--- config.mk ---
export PLATFORM = sky130hd
export DESIGN_NAME = serdes_top
export DESIGN_NICKNAME = d
export VERILOG_FILES = /design/src/hw/serdes_pkg.sv /design/src/hw/sample_counter.sv /design/src/hw/deser_control.sv /design/src/hw/sample_bank.sv /design/src/hw/deserializer.sv /design/src/hw/serializer.sv /design/src/hw/serdes_top.sv
export SDC_FILE = /design/constraint.sdc
export NUM_CORES = 1
export LEC_CHECK = 0
export BUFFER_PORTS_ARGS = -buffer_cell sky130_fd_sc_hd__buf_2
export CAP_MARGIN = 20
export CORE_MARGIN = 5
export CORE_UTILIZATION = 45
export DETAILED_ROUTE_END_ITERATION = 8
export GPL_TIMING_DRIVEN = 1
export PLACE_DENSITY = 0.64
export SLEW_MARGIN = 15
export SYNTH_ARGS = -nofsm -noshare
export SYNTH_HDL_FRONTEND = slang
export SYNTH_HIERARCHICAL = 1
export SYNTH_SLANG_ARGS = --single-unit
--- constraint.sdc ---
create_clock -name clk -period 13.9 [get_ports clk]
set_input_delay 2.78 -clock clk [delete_from_list [all_inputs] [get_ports clk]]
set_output_delay 2.78 -clock clk [all_outputs]
set_load 0.01 [all_outputs]
--- src/hw/serdes_pkg.sv ---
`default_nettype none

package serdes_pkg;

  // ---------------------------------------------------------------------
  // Sizes
  // ---------------------------------------------------------------------

  // Words gathered into one parallel frame.
  localparam int N_SAMPLES = 8;

  // Width of one word on either stream.
  localparam int BIT_WIDTH = 32;

  // Enough bits to index every word of a frame.
  localparam int IDX_WIDTH = $clog2(N_SAMPLES);

  // ---------------------------------------------------------------------
  // State encodings
  // ---------------------------------------------------------------------

  // The deserializer gathers words in DES_FILL and offers the frame in DES_FULL.
  typedef enum logic [0:0] {
    DES_FILL = 1'b0,
    DES_FULL = 1'b1
  } des_state_e;

  // The serializer waits for a frame in SER_IDLE and sends it in SER_DRAIN.
  typedef enum logic [0:0] {
    SER_IDLE  = 1'b0,
    SER_DRAIN = 1'b1
  } ser_state_e;

endpackage

`default_nettype wire

--- src/hw/sample_counter.sv ---
`timescale 1ns/1ps
`default_nettype none

module sample_counter (
  input  logic                             clk,
  input  logic                             reset,
  input  logic                             clear,
  input  logic                             step,
  output logic [serdes_pkg::IDX_WIDTH-1:0] idx,
  output logic                             last
);

  import serdes_pkg::*;

  assign last = (idx == IDX_WIDTH'(N_SAMPLES - 1));

  always_ff @(posedge clk) begin
    if (reset) begin
      idx <= '0;
    end else if (clear) begin
      idx <= '0;
    end else if (step) begin
      if (last) begin
        idx <= '0;  // Wrap after the final word of a frame.
      end else begin
        idx <= idx + 1'b1;
      end
    end
  end

endmodule

`default_nettype wire

--- src/hw/deser_control.sv ---
`timescale 1ns/1ps
`default_nettype none

module deser_control (
  input  logic clk,
  input  logic reset,
  input  logic recv_val,
  input  logic frame_rdy,
  output logic recv_rdy,
  output logic frame_val,
  output logic step,
  output logic clear,
  input  logic last
);

  import serdes_pkg::*;

  des_state_e state;
  des_state_e state_next;

  // Handshake outputs depend on the state alone.
  assign recv_rdy  = (state == DES_FILL);
  assign frame_val = (state == DES_FULL);

  assign step  = recv_rdy & recv_val;  // A word is taken this cycle.
  assign clear = frame_val & frame_rdy;

  always_comb begin
    state_next = state;
    case (state)
      DES_FILL: begin
        if (step && last) begin
          state_next = DES_FULL;
        end
      end
      DES_FULL: begin
        if (frame_rdy) begin
          state_next = DES_FILL;
        end
      end
      default: state_next = DES_FILL;
    endcase
  end

  always_ff @(posedge clk) begin
    if (reset) begin
      state <= DES_FILL;
    end else begin
      state <= state_next;
    end
  end

  // ---------------------------------------------------------------------
  // Checks
  // ---------------------------------------------------------------------

  // The counter wraps on the final word, so a held frame sees index 0.
  frame_idx_wrapped: assert property (
    @(posedge clk) disable iff (reset)
    frame_val |-> !last
  ) else $error("deser_control: last sample flag high while the frame is offered");

endmodule

`default_nettype wire

--- src/hw/sample_bank.sv ---
`timescale 1ns/1ps
`default_nettype none

module sample_bank (
  input  logic                             clk,
  input  logic                             reset,
  input  logic                             wr_en,
  input  logic [serdes_pkg::IDX_WIDTH-1:0] idx,
  input  logic [serdes_pkg::BIT_WIDTH-1:0] wr_msg,
  output logic [serdes_pkg::BIT_WIDTH-1:0] frame_msg [serdes_pkg::N_SAMPLES]
);

  import serdes_pkg::*;

  logic [N_SAMPLES-1:0] wr_sel;

  // One-hot select of the word register to load.
  assign wr_sel = {{(N_SAMPLES - 1){1'b0}}, 1'b1} << idx;

  always_ff @(posedge clk) begin
    if (reset) begin
      for (int i = 0; i < N_SAMPLES; i++) begin
        frame_msg[i] <= '0;
      end
    end else if (wr_en) begin
      for (int i = 0; i < N_SAMPLES; i++) begin
        if (wr_sel[i]) begin
          frame_msg[i] <= wr_msg;
        end
      end
    end
  end

endmodule

`default_nettype wire

--- src/hw/deserializer.sv ---
`timescale 1ns/1ps
`default_nettype none

module deserializer (
  input  logic                             clk,
  input  logic                             reset,
  input  logic                             recv_val,
  output logic                             recv_rdy,
  input  logic [serdes_pkg::BIT_WIDTH-1:0] recv_msg,
  output logic                             frame_val,
  input  logic                             frame_rdy,
  output logic [serdes_pkg::BIT_WIDTH-1:0] frame_msg [serdes_pkg::N_SAMPLES]
);

  import serdes_pkg::*;

  logic                 step;
  logic                 clear;
  logic                 last;
  logic [IDX_WIDTH-1:0] idx;

  deser_control ctrl0 (
    .clk       (clk),
    .reset     (reset),
    .recv_val  (recv_val),
    .frame_rdy (frame_rdy),
    .recv_rdy  (recv_rdy),
    .frame_val (frame_val),
    .step      (step),
    .clear     (clear),
    .last      (last)
  );

  sample_counter cnt0 (
    .clk   (clk),
    .reset (reset),
    .clear (clear),
    .step  (step),
    .idx   (idx),
    .last  (last)
  );

  // Word k of a frame lands in entry k.
  sample_bank bank0 (
    .clk       (clk),
    .reset     (reset),
    .wr_en     (step),
    .idx       (idx),
    .wr_msg    (recv_msg),
    .frame_msg (frame_msg)
  );

endmodule

`default_nettype wire

--- src/hw/serializer.sv ---
`timescale 1ns/1ps
`default_nettype none

module serializer (
  input  logic                             clk,
  input  logic                             reset,
  input  logic                             frame_val,
  output logic                             frame_rdy,
  input  logic [serdes_pkg::BIT_WIDTH-1:0] frame_msg [serdes_pkg::N_SAMPLES],
  output logic                             send_val,
  input  logic                             send_rdy,
  output logic [serdes_pkg::BIT_WIDTH-1:0] send_msg
);

  import serdes_pkg::*;

  ser_state_e state;
  ser_state_e state_next;

  logic [BIT_WIDTH-1:0] frame_reg [N_SAMPLES];
  logic                 load;
  logic                 step;
  logic                 last;
  logic [IDX_WIDTH-1:0] idx;

  // ---------------------------------------------------------------------
  // Handshakes
  // ---------------------------------------------------------------------

  assign frame_rdy = (state == SER_IDLE);
  assign send_val  = (state == SER_DRAIN);

  assign load = frame_val & frame_rdy;  // Frame handed over this cycle.
  assign step = send_val & send_rdy;

  // ---------------------------------------------------------------------
  // Frame copy and word select
  // ---------------------------------------------------------------------

  // A private copy frees the deserializer to gather the next frame.
  always_ff @(posedge clk) begin
    if (load) begin
      frame_reg <= frame_msg;
    end
  end

  assign send_msg = frame_reg[idx];

  sample_counter cnt0 (
    .clk   (clk),
    .reset (reset),
    .clear (load),
    .step  (step),
    .idx   (idx),
    .last  (last)
  );

  // ---------------------------------------------------------------------
  // Drain FSM
  // ---------------------------------------------------------------------

  always_comb begin
    state_next = state;
    case (state)
      SER_IDLE: begin
        if (frame_val) begin
          state_next = SER_DRAIN;
        end
      end
      SER_DRAIN: begin
        if (step && last) begin
          state_next = SER_IDLE;  // Final word has left.
        end
      end
      default: state_next = SER_IDLE;
    endcase
  end

  always_ff @(posedge clk) begin
    if (reset) begin
      state <= SER_IDLE;
    end else begin
      state <= state_next;
    end
  end

  // The output word must not move under a stalled receiver.
  send_held: assert property (
    @(posedge clk) disable iff (reset)
    send_val && !send_rdy |=> send_val && $stable(send_msg)
  ) else $error("serializer: send_msg changed while send_rdy was low");

endmodule

`default_nettype wire

--- src/hw/serdes_top.sv ---
`timescale 1ns/1ps
`default_nettype none

module serdes_top (
  input  logic                             clk,
  input  logic                             reset,
  input  logic                             recv_val,
  output logic                             recv_rdy,
  input  logic [serdes_pkg::BIT_WIDTH-1:0] recv_msg,
  output logic                             send_val,
  input  logic                             send_rdy,
  output logic [serdes_pkg::BIT_WIDTH-1:0] send_msg
);

  import serdes_pkg::*;

  // Parallel frame between the two halves.
  logic                 frame_val;
  logic                 frame_rdy;
  logic [BIT_WIDTH-1:0] frame_msg [N_SAMPLES];

  deserializer des0 (
    .clk       (clk),
    .reset     (reset),
    .recv_val  (recv_val),
    .recv_rdy  (recv_rdy),
    .recv_msg  (recv_msg),
    .frame_val (frame_val),
    .frame_rdy (frame_rdy),
    .frame_msg (frame_msg)
  );

  // Words leave in the order they arrived.
  serializer ser0 (
    .clk       (clk),
    .reset     (reset),
    .frame_val (frame_val),
    .frame_rdy (frame_rdy),
    .frame_msg (frame_msg),
    .send_val  (send_val),
    .send_rdy  (send_rdy),
    .send_msg  (send_msg)
  );

endmodule

`default_nettype wire

Yosys cells after proc, flatten, opt, wreduce, memory -nomap -nowiden
Index checks and enable logic that the tools add are counted.
- register bits after elaboration: 520
- add/sub/neg operators: 2
- magnitude comparators: 1
- eq/ne operators: 2
- shifts and indexed selects: 1
- mux-type cells: 11
- bitwise logic cells: 6
- reductions and logical operators: 11
- operators with widths (cell ; number):
    32-bit binary-select mux with 3-bit select ; 1
    32-bit 2-to-1 mux ; 2
    2-bit AND reduction ; 8
    1-bit by 3-bit << shifter with 8-bit output (first input constant) ; 1
    3-bit by 1-bit adder with 3-bit output (second input constant) ; 2
    3-bit equality test (second input constant) ; 2
    3-bit 2-to-1 mux ; 2
    4-bit greater-or-equal comparator (second input constant) ; 1
    1-bit 2-to-1 mux ; 4
    3-bit inverter with 4-bit output ; 1
    1-bit case mux with 2 select lines ; 2
    1-bit bitwise AND ; 3
    1-bit logical AND ; 2
    1-bit inverter ; 2
    2-bit OR reduction ; 1

Longest topological paths before layout
Gate-level depths: netlist of the first run.
- depth in word-level cells: 5
- mapped depth: 6
- gate-level depth less buffers: 4

Modules after synthesis
The synthesis of the first run kept the hierarchy.
- by module, submodules not included (module ; times used ; cells an instance ; area each (sq um)):
    sample_bank ; 1 ; 905 ; 10030.9
    serializer ; 1 ; 376 ; 9808.2
    sample_counter ; 2 ; 12 ; 142.6
    deser_control ; 1 ; 7 ; 58.8

Worst setup path before layout of the first run
OpenSTA, ideal clock, no wires.
- path kind: reg2reg
- start point: register ser0.state (netlist: ser0/send_val)
- end point: register ser0/cnt0/idx[1] (netlist name)
- library setup time: 0.628 ns
- data arrival time: 12.015 ns
- required time: 13.272 ns
- slack: 1.258 ns
- stages on the path, launching flop included: 3
- cells stage by stage: dfxtp_1 -> nor2b_1 -> nor3_1
- word-level cells in the longest chain between the ends: 3
- elaborated cells between the ends (all ways): 4
- ends and longest elaborated chain (element ; line ; source):
    start: declaration ; serializer.sv:17 ; ser_state_e state;
    start signal: assignment ; serializer.sv:83 ; state <= state_next;
    1-bit inverter ; serializer.sv:30 ; assign frame_rdy = (state == SER_IDLE);
    1-bit bitwise AND ; serializer.sv:33 ; assign load = frame_val & frame_rdy;
    named net ser0.load ; serializer.sv:21 ; logic load;
    2-bit OR reduction (no source line) ; - ;
    end signal: assignment ; sample_counter.sv:26 ; idx <= idx + 1'b1;
    end: declaration ; sample_counter.sv:9 ; output logic [serdes_pkg::IDX_WIDTH-1:0] idx,
The timed path passes the listed nets, and every way through them passes these cells.
A chain may end at the register's enable or synchronous reset.

Worst setup path after layout of the first run
- start point: register ser0/cnt0/idx[0] (netlist name)
- end point: output send_msg[31] (netlist name)
- word-level cells in the longest chain between the ends: 4
- ends and longest elaborated chain (element ; line ; source):
    3-bit inverter with 4-bit output (not written as such) ; serializer.sv:47 ; assign send_msg = frame_reg[idx];
    32-bit binary-select mux with 3-bit select ; serializer.sv:47 ;
    32-bit 2-to-1 mux (not written as such) (2 in series) ; serializer.sv:47 ;
    end: declaration ; serdes_top.sv:12 ; output logic [serdes_pkg::BIT_WIDTH-1:0] send_msg
Every way passes these cells. The select of a mux whose other input is x is not followed.

==> results.py, run 1 <==
metrics = {
    "yosys": {
        "syn_nets": 1352,
        "synthCells": 1312,
        "yosys-top-cells-area": "edfxtp_1 38%, dfxtp_1 26%, mux2i_1 13%, nand2b_1 9.0%, mux4_1 5.2%",
        "synth_area_per_cell_sq_um": 15.4,
        "yosysUniqueCellTypes": 32,
        "synth_commonest_cells": "291 x nand2b_1, 264 x dfxtp_1, 260 x mux2i_1",
        "synth_xor_area_share_pct": 0,
        "ys.flop_type": "dfxtp_1",
        "synth_top_area_share_pct": 38.1,
        "syn_area_sq_um": 20200,
        "synth_top_family_by_area": "multiplexers",
        "synth-edff-count": 256,
        "ys_seq_elements": 520,
        "yosysWarningCount": 6,
        "synthMuxAreaShare_pct": 22.6,
        "ys_seq_area_share_pct": 64.3,
        "synth_simple_gate_area_share_pct": 9.97,
        "yosysMostFrequentCell": "nand2b_1",
        "yosys.area.top_type": "edfxtp_1",
        "synth-compound-area-share_pct": 0.186,
        "synthArstFlopShare_pct": 0,
        "synthAdderAreaFrac_pct": 0.248,
    },
    "critical_path": {
        "cp-start-kind": "flop",
        "cp_max_fo": 40,
        "worstPathRequired_ps": 11120,
        "crit_type": "flop to output pin",
        "cp.arrival_ps": 3200,
        "cp-end-kind": "output pin",
    },
    "final_layout": {
        "final_area_sq_um": 22700,
        "drive_above_1_share_pct": 17.0,
        "layout.nets": 1379,
        "diodes": 0,
        "area_delta_synth_final_pct": 12.5,
        "instances_no_fill": 1973,
    },
    "global_routing": {
        "grt_pass1_vias": 10622,
        "grt_usage_pct": 15.6,
        "grt-ovfl-total": 0,
        "antenna_found_initial": 0,
        "grt_pass1_wl_um": 61500,
        "grt_max_degree": 180,
    },
    "timing": {
        "slew_headroom_pct": 26.4,
        "finalCritPeriodShare_pct": 43.0,
        "setup_viol": 0,
        "fmax_ghz": 0.167,
        "finalMaxSlewViolations": 0,
        "setup_tns_ps": 0,
        "min_period_ps": 5980,
        "tightestPinTransition_ps": 1100,
        "rsz0062_at_grt": "false",
        "hold_viol": 0,
        "skew_ps": 7.34,
        "finalWorstSetupSlack_ps": 7920,
    },
    "power_and_ir_drop": {
        "combPwrFrac_pct": 2.6,
        "power_frac_clock_pct": 45.6,
        "p_int_mw": 2.51,
        "ir_drop_v": 0.0000901,
        "p_leak_nw": 9.41,
        "p_switching_mw": 0.615,
        "pwr-share-seq_pct": 51.8,
        "p_sw_share_pct": 19.7,
        "powerDensity_nw_per_um2": 138,
    },
    "hold_path": {
        "hold_path.class": "flop to flop",
    },
    "die": {
        "die_area_sq_um": 49200,
        "initial_core_util_pct": 45.5,
        "core-area_sq_um": 44300,
        "rows": 77,
        "fp.dieW_um": 222,
        "die_h_um": 222,
        "io_pins": 70,
    },
    "placement": {
        "placed_cell_area_sq_um": 20900,
        "place_inst": 1877,
        "post-place-ws_ps": 8420,
        "portBuffers": 69,
        "hpwl_um": 20500,
        "gp_congestion": 0.668,
    },
    "cts": {
        "holdBufCountCts": 0,
        "cts.repair.resized": 0,
        "clk_latency_ps": 560,
        "clk_pin_slew_ps": 60,
        "cts_buffers": 51,
        "htree_levels": 2,
        "postCtsSetupRepairBufs": 0,
        "cts_tree": "done",
        "clock_sinks": 520,
        "clockRootBuffer": "clkbuf_16",
        "clockBufferDepth": 3,
    },
    "detailed_routing": {
        "via_per_inst": 5.08,
        "wire_per_inst_um": 19.4,
        "drtPass1Iterations": 5,
        "drc": 0,
        "wl_um": 38300,
        "ant_nets": 0,
        "drtIter0Drc": 558,
        "num_vias": 10032,
    },
    "job": {
        "cap_violations": 0,
    },
    "run_status": {
        "status": "finished, final reports clean",
    },
}
## critical path, stage by stage (launching register included)
cell and delay [ps]:
dfxtp_4 730, buf_4 770, mux4_1 650, mux2_2 320
buf_2 160
## cell usage in the layout (no fill, tap or decap), types with 2 or more instances in the layout
cell and n:
buf_6 2, dfxtp_4 2, inv_1 2, clkbuf_16 55
clkinv_1 4, clkinv_2 10, ha_1 4, nand2b_1 291
buf_4 15, dfxtp_1 261, bufinv_16 6, a211oi_2 2
edfxtp_1 256, clkbuf_1 13, mux4_2 24, nand4bb_4 2
or3b_1 2, nand4b_1 3, mux2i_1 260, mux2_2 32
buf_12 2, buf_2 68, nor3_1 4, mux4_1 40
clkbuf_8 6
## power groups by stage
stage / clock network [mW] / registers [mW] / logic, mW
2_1_floorplan: 0 / 1.65 / 0.0632
3_3_place_gp: 0 / 1.65 / 0.0817
3_5_place_dp: 0 / 1.65 / 0.0833
4_1_cts: 1.46 / 1.62 / 0.0836
5_1_grt: 1.53 / 1.62 / 0.0890
6_report: 1.42 / 1.62 / 0.0817
## cell type report
type / count / area (sq um)
Fill cell: 3710 / 21600
Sequential cell: 520 / 13000
Multi-Input combinational cell: 677 / 6710
Clock buffer: 74 / 1510
Tap cell: 592 / 741
Timing Repair Buffer: 87 / 515
Clock inverter: 21 / 256
Inverter: 2 / 7.51
## per-stage QoR
stage | total power [mW] | hold WS [ps] | utilization, %
after floorplan | 1.71 | 409 | -
after global placement | 1.73 | 413 | 47.2
after detailed placement | 1.74 | 416 | 47.2
after CTS | 3.17 | 428 | 51.2
after global routing | 3.24 | 435 | 51.3
final | 3.13 | 426 | 51.3
## routing by layer
| metal | vias up | track usage, % | wire length (um) |
|---|---|---|---|
| li1 | 4789 | - | - |
| met1 | 5030 | 21.9 | 18000 |
| met2 | 157 | 25.8 | 18300 |
| met3 | 56 | 2.24 | 1250 |
| met4 | 0 | 4.12 | 750 |
| met5 | - | 0 | 0 |
## cell families after synthesis
kind of cell	count (synthesis)
fa+ha+maj	4
buf+inv	115
mux	356
simple gates	313
compound gates	4
flops	520
## worst paths after layout
kind                         end                       from  slack (ps)  depth (start not counted)
min          ser0/frame_reg[106]  des0/bank0/frame_msg[106]         430                          0
max reg2reg  ser0/frame_reg[109]       des0/ctrl0/frame_val       11090                          3
min reg2reg  ser0/frame_reg[106]  des0/bank0/frame_msg[106]         430                          0
max                 send_msg[31]           ser0/cnt0/idx[0]        7920                          4
(Power assumes the default switching activity.)
==> inputs of run 2 (changes only) <==
- ABC_AREA: not set -> 1
- clock period: 13.9 -> 5.95 ns (I/O delays scaled with it)
==> run 2 against run 1 <==
Area after synthesis is 7.0% higher. Setup slack got worse by 6100 ps. Combinational power rose to 5.3 times the previous value. Flip-flop and latch count did not move. Count of clock-buffer cells in the layout rose by 6. Highest routed layer is now met5. Wire length increased by 39%.
==> results.py, run 2 <==
metrics = {
    "detailed_routing": {
        "wl_um": 53300,
        "num_vias": 16183,
        "via_per_inst": 4.95,
        "wire_per_inst_um": 16.3,
        "drc": 0,
        "ant_nets": 0,
        "drtIter0Drc": 1222,
        "drtPass1Iterations": 6,
    },
    "final_layout": {
        "seq_area_sq_um": 13000,
        "final_cell_mix": "723 x nand2_1, 525 x nor2_1, 352 x nand3_1, 304 x inv_1, 261 x dfxtp_1",
        "drive_above_1_share_pct": 7.73,
        "final_common_cell": "nand2_1",
        "fin_util_pct": 50.4,
        "instances_no_fill": 3267,
        "diodes": 0,
        "final_area_sq_um": 24000,
        "layout.nets": 2646,
        "area_delta_synth_final_pct": 11.2,
        "nFillCells": 4438,
        "multi_input_area_sq_um": 6700,
    },
    "hold_path": {
        "hold_path.class": "flop to flop",
    },
    "power_and_ir_drop": {
        "p_total_mw": 7.58,
        "ir_drop_v": 0.000219,
        "powerDensity_nw_per_um2": 316,
        "p_leak_nw": 10.3,
    },
    "placement": {
        "placed_cell_area_sq_um": 22200,
        "place_inst": 3163,
        "post-place-ws_ps": 2250,
        "hpwl_um": 27200,
        "gp_congestion": 0.740,
        "portBuffers": 69,
    },
    "yosys": {
        "ys_seq_elements": 520,
        "yosysUniqueCellTypes": 18,
        "syn_area_sq_um": 21600,
        "synth_top_area_share_pct": 35.6,
        "yosysWarningCount": 6,
        "ys_seq_area_share_pct": 60.1,
        "ys.flop_type": "dfxtp_1",
        "synth-edff-count": 256,
        "yosys.area.top_type": "edfxtp_1",
        "yosysMostFrequentCell": "nand2_1",
        "yosys-top-cells-area": "edfxtp_1 36%, dfxtp_1 24%, nand2_1 13%, nor2_1 9.2%, nand3_1 8.2%",
        "synth_area_per_cell_sq_um": 8.29,
        "syn_nets": 2644,
        "synthCells": 2604,
        "synthArstFlopShare_pct": 0,
        "synth_commonest_cells": "723 x nand2_1, 529 x nor2_1, 352 x nand3_1",
    },
    "global_routing": {
        "grt_pass1_wl_um": 84100,
        "grt-ovfl-total": 0,
        "grt_pass1_vias": 15429,
        "grt_max_degree": 184,
        "antenna_found_initial": 1,
        "grt_usage_pct": 19.9,
    },
    "critical_path": {
        "cp-start-kind": "flop",
        "cp_slowest_cell": "dfxtp_4",
        "worstPathRequired_ps": 4760,
        "cp_cell_sequence": "inv_6 -> buf_16 -> nand2_1 -> nand3_1 -> nand2_1 -> nand2_1 -> nand2_1 -> buf_2",
        "cp.arrival_ps": 2920,
        "cp_max_fo": 76,
        "crit_type": "flop to output pin",
        "cpPeakStageDelay_ps": 830,
        "cp-end-kind": "output pin",
        "crit_top_cell": "nand2_1",
    },
    "run_status": {
        "status": "finished, final reports clean",
    },
    "cts": {
        "postCtsSetupRepairBufs": 0,
        "clockRootBuffer": "clkbuf_16",
        "cts_buffers": 54,
        "holdBufCountCts": 0,
        "clk_latency_ps": 600,
        "cts.repair.resized": 0,
        "cts_tree": "done",
        "clockBufferDepth": 3,
        "clk_pin_slew_ps": 60,
        "clock_sinks": 520,
        "htree_levels": 2,
    },
    "timing": {
        "finalMaxSlewViolations": 0,
        "tightestPinTransition_ps": 1110,
        "slew_headroom_pct": 25.6,
        "finalWorstSetupSlack_ps": 1840,
        "min_period_ps": 4110,
        "fmax_ghz": 0.243,
        "setup_viol": 0,
        "whs_ps": 414,
        "hold_viol": 0,
        "setup_tns_ps": 0,
        "skew_ps": 20.1,
        "rsz0062_at_grt": "false",
        "finalCritPeriodShare_pct": 69.1,
    },
    "die": {
        "core-area_sq_um": 47600,
        "initial_core_util_pct": 45.3,
        "die_h_um": 229,
        "rows": 80,
        "io_pins": 70,
        "die_area_sq_um": 52500,
        "fp.dieW_um": 229,
    },
    "job": {
        "cap_violations": 0,
    },
}
-- run 2: cell count changes in the layout (fill, tap and decap cells not counted), sizes merged, moves of 64 or more --
cell    previous run  this run
inv                3       312
mux2i            260         0
mux4              64         0
nand2              0       725
nand2b           291         0
nand3              0       352
nor2               1       540
-- run 2: cells by family after synthesis --
group	Yosys count	synth area share (%)
AOI/OAI and AO/OA	4	0.104
and+or+nand+nor	1617	30.5
adders and majority gates	4	0.232
buffers and inverters	459	9.07
DFF	520	60.1
-- run 2: final timing paths --
kind,end,slack [ps],cells after the start,start
max,send_msg[29],1840,8,ser0/cnt0/idx[0]
min,ser0/frame_reg[129],410,0,des0/bank0/frame_msg[129]
max reg2reg,des0/bank0/frame_msg[47],3230,7,des0/ctrl0/frame_val
min reg2reg,ser0/frame_reg[129],410,0,des0/bank0/frame_msg[129]
-- run 2: worst max-delay path: cells and delay by family (launching register included) --
kind / cells / cell delay [ps]
buffers and inverters: 3 / 950
flip-flops: 1 / 830
AND/OR/NAND/NOR: 5 / 490
-- run 2: layer usage --
| metal | global-route usage (%) | part of all wire [%] | up-vias |
|---|---|---|---|
| met4 | 5.07 | 2.4 | 2 |
| li1 | - | - | 8077 |
| met2 | 33.9 | 48 | 474 |
| met3 | 3.27 | 6.6 | 103 |
| met1 | 26.8 | 43 | 7527 |
| met5 | 0 | 0.024 | - |
-- run 2: area by class of cell --
| cell class | count | share of cell area, % |
|---|---|---|
| clock buffer | 80 | 6.41 |
| clock inverter | 22 | 0.854 |
| inverter | 311 | 4.91 |
| multi-input combinational | 1625 | 27.9 |
| sequential | 520 | 54.0 |
| tap | 615 | 3.20 |
| timing repair buffer | 94 | 2.71 |
-- run 2: power breakdown --
part           switching (mW)  internal, mW
logic                   0.314         0.117
clock network            1.37          1.92
registers              0.0398          3.83
total                    1.72          5.86
